**src/verilog/db_defs.svh**
```systemverilog
`ifndef DB_DEFS_SVH
`define DB_DEFS_SVH

// Key and value widths of the table interface
`define DB_KEY_WID   8
`define DB_VALUE_WID 16

// Top key bit picks the table peripheral
`define DB_SEL_BIT   (`DB_KEY_WID - 1)

`endif
```
**src/verilog/db_pkg.sv**
```systemverilog
`default_nettype none

`include "db_defs.svh"

package db_pkg;

    // Table commands
    typedef enum logic [1:0] {
        COMMAND_NOP   = 2'd0,
        COMMAND_GET   = 2'd1,
        COMMAND_SET   = 2'd2,
        COMMAND_UNSET = 2'd3
    } command_t;

    // Response status
    typedef enum logic [1:0] {
        STATUS_OK          = 2'd0,
        STATUS_ERROR       = 2'd1,
        STATUS_TIMEOUT     = 2'd2,
        STATUS_UNSPECIFIED = 2'd3
    } status_t;

    // Controller to peripheral, 26 bits
    typedef struct packed {
        command_t                 command;
        logic [`DB_KEY_WID-1:0]   key;
        logic [`DB_VALUE_WID-1:0] set_value;
    } db_req_t;

    // Peripheral to controller, 27 bits
    typedef struct packed {
        status_t                  status;
        logic                     get_valid;
        logic [`DB_KEY_WID-1:0]   get_key;
        logic [`DB_VALUE_WID-1:0] get_value;
    } db_resp_t;

endpackage : db_pkg

`default_nettype wire

```
**src/verilog/db_ctrl.sv**
```systemverilog
`timescale 1ns/100ps
`default_nettype none

module db_ctrl (
    input  logic             clk,
    input  logic             srst,

    // High priority controller
    input  logic             i_hi_req,
    input  db_pkg::db_req_t  i_hi_cmd,
    output logic             o_hi_rdy,
    output logic             o_hi_ack,
    output db_pkg::db_resp_t o_hi_resp,

    // Low priority controller
    input  logic             i_lo_req,
    input  db_pkg::db_req_t  i_lo_cmd,
    output logic             o_lo_rdy,
    output logic             o_lo_ack,
    output db_pkg::db_resp_t o_lo_resp,

    // Table peripheral 0
    output logic             o_p0_req,
    output db_pkg::db_req_t  o_p0_cmd,
    input  logic             i_p0_rdy,
    input  logic             i_p0_ack,
    input  db_pkg::db_resp_t i_p0_resp,

    // Table peripheral 1
    output logic             o_p1_req,
    output db_pkg::db_req_t  o_p1_cmd,
    input  logic             i_p1_rdy,
    input  logic             i_p1_ack,
    input  db_pkg::db_resp_t i_p1_resp
);

    // Arbiter to proxy
    logic             arb_req;
    db_pkg::db_req_t  arb_cmd;
    logic             arb_rdy;
    logic             arb_ack;
    db_pkg::db_resp_t arb_resp;

    // Proxy to demux
    logic             prx_req;
    db_pkg::db_req_t  prx_cmd;
    logic             prx_rdy;
    logic             prx_ack;
    db_pkg::db_resp_t prx_resp;

    db_prio_arb u_arb (
        .clk       ( clk ),
        .srst      ( srst ),
        .i_hi_req  ( i_hi_req ),
        .i_hi_cmd  ( i_hi_cmd ),
        .o_hi_rdy  ( o_hi_rdy ),
        .o_hi_ack  ( o_hi_ack ),
        .o_hi_resp ( o_hi_resp ),
        .i_lo_req  ( i_lo_req ),
        .i_lo_cmd  ( i_lo_cmd ),
        .o_lo_rdy  ( o_lo_rdy ),
        .o_lo_ack  ( o_lo_ack ),
        .o_lo_resp ( o_lo_resp ),
        .o_req     ( arb_req ),
        .o_cmd     ( arb_cmd ),
        .i_rdy     ( arb_rdy ),
        .i_ack     ( arb_ack ),
        .i_resp    ( arb_resp )
    );

    db_req_proxy u_proxy (
        .clk    ( clk ),
        .srst   ( srst ),
        .i_req  ( arb_req ),
        .i_cmd  ( arb_cmd ),
        .o_rdy  ( arb_rdy ),
        .o_ack  ( arb_ack ),
        .o_resp ( arb_resp ),
        .o_req  ( prx_req ),
        .o_cmd  ( prx_cmd ),
        .i_rdy  ( prx_rdy ),
        .i_ack  ( prx_ack ),
        .i_resp ( prx_resp )
    );

    db_key_demux u_demux (
        .clk       ( clk ),
        .srst      ( srst ),
        .i_req     ( prx_req ),
        .i_cmd     ( prx_cmd ),
        .o_rdy     ( prx_rdy ),
        .o_ack     ( prx_ack ),
        .o_resp    ( prx_resp ),
        .o_p0_req  ( o_p0_req ),
        .o_p0_cmd  ( o_p0_cmd ),
        .i_p0_rdy  ( i_p0_rdy ),
        .i_p0_ack  ( i_p0_ack ),
        .i_p0_resp ( i_p0_resp ),
        .o_p1_req  ( o_p1_req ),
        .o_p1_cmd  ( o_p1_cmd ),
        .i_p1_rdy  ( i_p1_rdy ),
        .i_p1_ack  ( i_p1_ack ),
        .i_p1_resp ( i_p1_resp )
    );

endmodule : db_ctrl

`default_nettype wire

```
**src/verilog/db_key_demux.sv**
```systemverilog
`timescale 1ns/100ps
`default_nettype none

`include "db_defs.svh"

module db_key_demux (
    input  logic             clk,
    input  logic             srst,

    // From the proxy
    input  logic             i_req,
    input  db_pkg::db_req_t  i_cmd,
    output logic             o_rdy,
    output logic             o_ack,
    output db_pkg::db_resp_t o_resp,

    // Table peripheral 0, key select bit low
    output logic             o_p0_req,
    output db_pkg::db_req_t  o_p0_cmd,
    input  logic             i_p0_rdy,
    input  logic             i_p0_ack,
    input  db_pkg::db_resp_t i_p0_resp,

    // Table peripheral 1, key select bit high
    output logic             o_p1_req,
    output db_pkg::db_req_t  o_p1_cmd,
    input  logic             i_p1_rdy,
    input  logic             i_p1_ack,
    input  db_pkg::db_resp_t i_p1_resp
);

    logic             sel;
    logic             sel_ack;
    db_pkg::db_resp_t sel_resp;

    // Key held by the proxy until ack, so the select is stable
    assign sel = i_cmd.key[`DB_SEL_BIT];

    // Only the addressed table sees req
    assign o_p0_req = i_req & ~sel;
    assign o_p1_req = i_req & sel;

    // Command fans out to both tables
    assign o_p0_cmd = i_cmd;
    assign o_p1_cmd = i_cmd;

    // Pick the addressed table's handshake and response
    always_comb begin
        if (sel) begin
            o_rdy    = i_p1_rdy;
            sel_ack  = i_p1_ack;
            sel_resp = i_p1_resp;
        end else begin
            o_rdy    = i_p0_rdy;
            sel_ack  = i_p0_ack;
            sel_resp = i_p0_resp;
        end
    end

    // One cycle on the return path
    always_ff @(posedge clk) begin
        if (srst) begin
            o_ack <= 1'b0;
        end else begin
            o_ack <= sel_ack;
        end
    end

    always_ff @(posedge clk) begin
        if (sel_ack) begin
            o_resp <= sel_resp;
        end
    end

endmodule : db_key_demux

`default_nettype wire

```
**src/verilog/db_req_proxy.sv**
```systemverilog
`timescale 1ns/100ps
`default_nettype none

module db_req_proxy (
    input  logic             clk,
    input  logic             srst,

    // From the arbiter
    input  logic             i_req,
    input  db_pkg::db_req_t  i_cmd,
    output logic             o_rdy,
    output logic             o_ack,
    output db_pkg::db_resp_t o_resp,

    // Toward the demux
    output logic             o_req,
    output db_pkg::db_req_t  o_cmd,
    input  logic             i_rdy,
    input  logic             i_ack,
    input  db_pkg::db_resp_t i_resp
);

    logic            pending;
    logic            in_progress;
    logic            up_accept;
    logic            down_accept;
    db_pkg::db_req_t ctx_q;

    assign up_accept   = i_req & o_rdy;
    assign down_accept = pending & i_rdy;

    // Request latched, waiting for the downstream rdy
    always_ff @(posedge clk) begin
        if (srst) begin
            pending <= 1'b0;
        end else if (up_accept) begin
            pending <= 1'b1;
        end else if (down_accept) begin
            pending <= 1'b0;
        end
    end

    // Accepted downstream, waiting for ack
    always_ff @(posedge clk) begin
        if (srst) begin
            in_progress <= 1'b0;
        end else if (down_accept) begin
            in_progress <= 1'b1;
        end else if (i_ack) begin
            in_progress <= 1'b0;
        end
    end

    // Context stays put until the next upstream accept
    always_ff @(posedge clk) begin
        if (up_accept) begin
            ctx_q <= i_cmd;
        end
    end

    // Registered rdy breaks the path back to the controllers
    assign o_rdy = ~pending & ~in_progress;
    assign o_req = pending;
    assign o_cmd = ctx_q;

    // Return path passes straight through
    assign o_ack  = i_ack;
    assign o_resp = i_resp;

endmodule : db_req_proxy

`default_nettype wire

```
**src/verilog/db_prio_arb.sv**
```systemverilog
`timescale 1ns/100ps
`default_nettype none

module db_prio_arb (
    input  logic             clk,
    input  logic             srst,

    // High priority controller
    input  logic             i_hi_req,
    input  db_pkg::db_req_t  i_hi_cmd,
    output logic             o_hi_rdy,
    output logic             o_hi_ack,
    output db_pkg::db_resp_t o_hi_resp,

    // Low priority controller
    input  logic             i_lo_req,
    input  db_pkg::db_req_t  i_lo_cmd,
    output logic             o_lo_rdy,
    output logic             o_lo_ack,
    output db_pkg::db_resp_t o_lo_resp,

    // Shared downstream channel
    output logic             o_req,
    output db_pkg::db_req_t  o_cmd,
    input  logic             i_rdy,
    input  logic             i_ack,
    input  db_pkg::db_resp_t i_resp
);

    logic accept;
    logic owner_hi;
    logic ack_to_hi;
    logic ack_to_lo;

    // Hi wins whenever it is requesting
    always_comb begin
        o_req = i_hi_req | i_lo_req;
        if (i_hi_req) begin
            o_cmd = i_hi_cmd;
        end else begin
            o_cmd = i_lo_cmd;
        end
    end

    // Lo only sees rdy when hi is quiet
    assign o_hi_rdy = i_rdy & i_hi_req;
    assign o_lo_rdy = i_rdy & ~i_hi_req;

    assign accept = o_req & i_rdy;

    // Owner of the transaction in flight, lo after reset
    always_ff @(posedge clk) begin
        if (srst) begin
            owner_hi <= 1'b0;
        end else if (accept) begin
            owner_hi <= i_hi_req;
        end
    end

    // Steer the returning ack to the owner
    assign ack_to_hi = i_ack & owner_hi;
    assign ack_to_lo = i_ack & ~owner_hi;

    always_ff @(posedge clk) begin
        if (srst) begin
            o_hi_ack <= 1'b0;
            o_lo_ack <= 1'b0;
        end else begin
            o_hi_ack <= ack_to_hi;
            o_lo_ack <= ack_to_lo;
        end
    end

    // Response copies, each one meaningful only with its side's ack
    always_ff @(posedge clk) begin
        if (ack_to_hi) begin
            o_hi_resp <= i_resp;
        end
    end

    always_ff @(posedge clk) begin
        if (ack_to_lo) begin
            o_lo_resp <= i_resp;
        end
    end

endmodule : db_prio_arb

`default_nettype wire

```
**config.mk**
```make
export PLATFORM = sky130hd
export DESIGN_NAME = db_ctrl
export DESIGN_NICKNAME = d
export VERILOG_FILES = /design/src/verilog/db_pkg.sv /design/src/verilog/db_ctrl.sv /design/src/verilog/db_key_demux.sv /design/src/verilog/db_req_proxy.sv /design/src/verilog/db_prio_arb.sv
export VERILOG_INCLUDE_DIRS = /design/src /design/src/verilog
export SDC_FILE = /design/constraint.sdc
export NUM_CORES = 1
export LEC_CHECK = 0
export ABC_AREA = 1
export BUFFER_PORTS_ARGS = -buffer_cell sky130_fd_sc_hd__buf_4
export CAP_MARGIN = 20
export CORE_UTILIZATION = 30
export CTS_CLUSTER_SIZE = 28
export DETAILED_ROUTE_END_ITERATION = 10
export SETUP_SLACK_MARGIN = 0.15
export SYNTH_ARGS = -nofsm -noshare
export SYNTH_HDL_FRONTEND = slang
export SYNTH_SLANG_ARGS = --single-unit
```
**constraint.sdc**
```tcl
create_clock -name clk -period 2.1 [get_ports clk]
set_input_delay 0.42 -clock clk [delete_from_list [all_inputs] [get_ports clk]]
set_output_delay 0.42 -clock clk [all_outputs]
set_load 0.02 [all_outputs]
```
==> Implementation_results.wiki <==
{| class="wikitable"
! Metric !! Value
|-
| Status || finished clean
|-
| Top fanout value on the critical path || 7
|-
| Reg2Reg Setup Slack || 0.63 ns
|-
| Worst r2r dst || u_proxy.o_cmd[21]
|-
| Slowest CP cell || sky130_fd_sc_hd__dfxtp_1
|-
| CTS buffer count || 17
|-
| Total stage count of the critical path || 4
|-
| First-pass GRT wire length || 14700 µm
|-
| Overall track demand over capacity in global routing || 14.0%
|-
| CP Cell Sequence || nor2_1 -> nand2_1 -> inv_1 -> buf_4
|-
| Final critical-path share of the clock period || 86.0%
|-
| Clock transition at the register clock pins on the worst setup and hold paths after CTS || 0.06 ns
|-
| Avg Synthesized Cell Area || 15.0 µm²
|-
| # setup viols final || 0
|-
| Placer's final routability congestion estimate || 0.683
|-
| Height of the die || 123 µm
|-
| Final period demand of the worst path || 1.81 ns
|-
| Root Buffer Master || sky130_fd_sc_hd__clkbuf_16
|-
| WL/cell || 14.7 µm
|-
| Number of hold violations in the final report || 0
|-
| Cell area power density || 1040 nW/µm²
|-
| Number of detailed-routing iterations run before antenna repair || 4
|-
| Achievable Freq || 0.554 GHz
|-
| Critical path launch point type || register
|-
| # diodes || 0
|-
| Vias in the first global route || 2956
|-
| Maximum vdd ir drop || 0.441 mV
|-
| Sequential fraction of the synthesis area || 76.2%
|-
| Number of primary I/O pins || 226
|-
| Worst-case clock buffer depth || 2
|-
| Starting Density || 31.1%
|-
| Mapped Cells || 291
|-
| Pin count of the biggest net entering global routing || 30
|-
| Die Outline Area || 15100 µm²
|-
| Leakage || 0.00296 µW
|-
| Place WS || 0.450 ns
|-
| Req. time, crit path || 1.68 ns
|-
| Count of yosys warnings during synthesis || 0
|-
| Arrival time at the worst endpoint || 1.39 ns
|-
| Crit Reg-Reg Startpoint || u_proxy.o_req
|-
| Transition at the pin with the smallest max-transition slack || 0.402 ns
|-
| Antenna Violating Nets Remaining || 0
|-
| Horizontal die dimension || 123 µm
|-
| Area added between synthesis and finish || 53.7%
|-
| Total of flip-flops plus latches after synthesis || 113
|-
| CTS Hold Buffers Added || 0
|-
| Via density || 4.19
|-
| Area of the mapped netlist || 4370 µm²
|-
| Total via count in the routed design || 2928
|-
| Cell family with most CP delay || flip-flops
|-
| Maximum level of the CTS H-tree || 4
|-
| RSZ-0062 raised after global routing || false
|-
| Max-slew violation total from the final report || 0
|-
| Timing endpoint of the critical path || o_hi_rdy
|-
| Count of standard-cell rows || 43
|-
| Number of buffers inserted to repair setup after CTS || 0
|-
| Count of distinct cell types in the synthesized netlist || 16
|-
| Commonest cells after routing, fill and taps aside || 232 x sky130_fd_sc_hd__buf_4, 107 x sky130_fd_sc_hd__edfxtp_1, 93 x sky130_fd_sc_hd__nand2_1, 19 x sky130_fd_sc_hd__mux2_2, 17 x sky130_fd_sc_hd__clkbuf_16
|-
| Biggest cell delay along the critical path || 0.38 ns
|-
| Commonest non-fill, non-tap cell in the layout || sky130_fd_sc_hd__buf_4
|-
| Worst relative slew slack || 73.2%
|-
| Final worst-path setup slack || 0.294 ns
|-
| Overflow after GRT || 0
|-
| Beginning of the critical path || u_proxy.o_req
|-
| Clock skew after layout || 0.00737 ns
|-
| Clock tree from TritonCTS || built
|-
| Clock insertion delay at the later pin of the skew report || 0.41 ns
|-
| Resized Gates After CTS || 0
|-
| Count of cells along the worst register-to-register path || 4
|-
| IO buf count || 225
|-
| Wire length reported by the detailed router || 10300 µm
|-
| Type of the tightest min-delay check || in -> reg
|-
| Final Util || 47.8%
|-
| Type of element capturing the critical path || output port
|-
| Number of design-rule violations left by the first detailed-router iteration || 138
|-
| Antenna violations before repair || 0
|-
| Smallest hold slack || 0.208 ns
|-
| Max-capacitance violation count || 0
|-
| Buffers plus inverters on the worst setup path || 2
|-
| Count of unresolved DRC violations after routing || 0
|-
| Total negative slack || 0 ns
|-
| Placeable Area || 14000 µm²
|-
| Net count after synthesis || 405
|-
| Crit Path Category || reg -> out
|-
| Final HPWL from detailed placement || 7530 µm
|-
| Overall power consumption || 6950 µW
|-
| Sink count of the clock tree || 113
|-
| Share of layout cells above drive strength 1 || 56.1%
|-
| Final Net Count || 620
|}
[logic make-up (layout without fill, tap and decap cells)]
family | after synthesis | in the layout | synth area share, %
and+or+nand+nor | 103 | 103 | 9.02
AOI/OAI and AO/OA | 4 | 4 | 0.544
muxes | 26 | 26 | 7.30
DFF | 113 | 113 | 76.2
buffers and inverters | 45 | 273 | 6.90
[flip-flops by register name, indices dropped and copies added, names as in the netlist]
register             flops
u_arb.o_lo_ack           1
u_proxy.in_progress      1
u_arb.o_hi_ack           1
u_demux.o_ack            1
u_demux.o_resp          27
u_arb.owner_hi           1
u_arb.o_lo_resp         27
u_arb.o_hi_resp         27
u_proxy.o_req            1
u_proxy.o_cmd           26
[metal layers]
metal / global-route usage (%) / share of wire [%] / up-vias
met4: 8.46 / 2.4 / 0
li1: - / - / 1416
met3: 7.43 / 12 / 22
met1: 13.4 / 35 / 1330
met2: 23.7 / 51 / 160
met5: 0 / 0 / -
[area by class of cell]
type / instances / area [µm²]
clock inverters: 14 / 211
flip-flops and latches: 113 / 3330
repair buffers: 232 / 1740
multi-input cells: 133 / 744
inverters: 9 / 33.8
clock buffers: 18 / 429
well taps: 180 / 225
fillers: 1275 / 7320
[per-stage QoR]
step                      cell area, µm²  cells
after detailed placement            6080    667
after global routing                6720    699
after CTS                           6720    699
final                               6720    699
after global placement              6080    667
after floorplan                     4370    291
[synthesized netlist by cell type]
cell / n / area [µm²]
sky130_fd_sc_hd__mux2_2: 19 / 214
sky130_fd_sc_hd__nor3_1: 2 / 10.0
sky130_fd_sc_hd__o21ai_2: 1 / 8.76
sky130_fd_sc_hd__inv_1: 8 / 30.0
sky130_fd_sc_hd__edfxtp_1: 107 / 3210
sky130_fd_sc_hd__nand2_1: 93 / 349
sky130_fd_sc_hd__dfxtp_1: 6 / 120
sky130_fd_sc_hd__a21oi_1: 3 / 15.0
sky130_fd_sc_hd__buf_8: 1 / 15.0
sky130_fd_sc_hd__nor2_1: 4 / 15.0
sky130_fd_sc_hd__mux2_4: 7 / 105
sky130_fd_sc_hd__buf_2: 7 / 35.0
sky130_fd_sc_hd__buf_4: 26 / 195
sky130_fd_sc_hd__buf_6: 2 / 22.5
sky130_fd_sc_hd__inv_2: 1 / 3.75
sky130_fd_sc_hd__nand3_1: 4 / 20.0
[report_power, final]
part / switching, µW / leakage, µW / internal, µW
logic: 559 / 0.00159 / 452
clock network: 993 / 0.000300 / 2100
registers: 98.5 / 0.00106 / 2760
[worst reg2reg max path: cells and delay by family, from the launching register on]
kind / cells / cell delay (ns)
AO/OA/AOI/OAI: 1 / 0.09
buffers and inverters: 2 / 0.40
flip-flops: 1 / 0.38
AND/OR/NAND/NOR: 1 / 0.25
[worst min path at each step]
stage	from	to	slack (ns)	cells after the start
after global placement	u_demux.o_resp[0]	u_arb.o_hi_resp[0]	0.42	0
after detailed placement	u_demux.o_resp[23]	u_arb.o_hi_resp[23]	0.43	0
after global routing	srst	u_demux.o_ack	0.19	2
after CTS	srst	u_arb.owner_hi	0.19	2
final	srst	u_arb.owner_hi	0.21	2
after floorplan	u_demux.o_resp[0]	u_arb.o_hi_resp[0]	0.42	0
No activity file was read; power rests on OpenSTA's default activity.
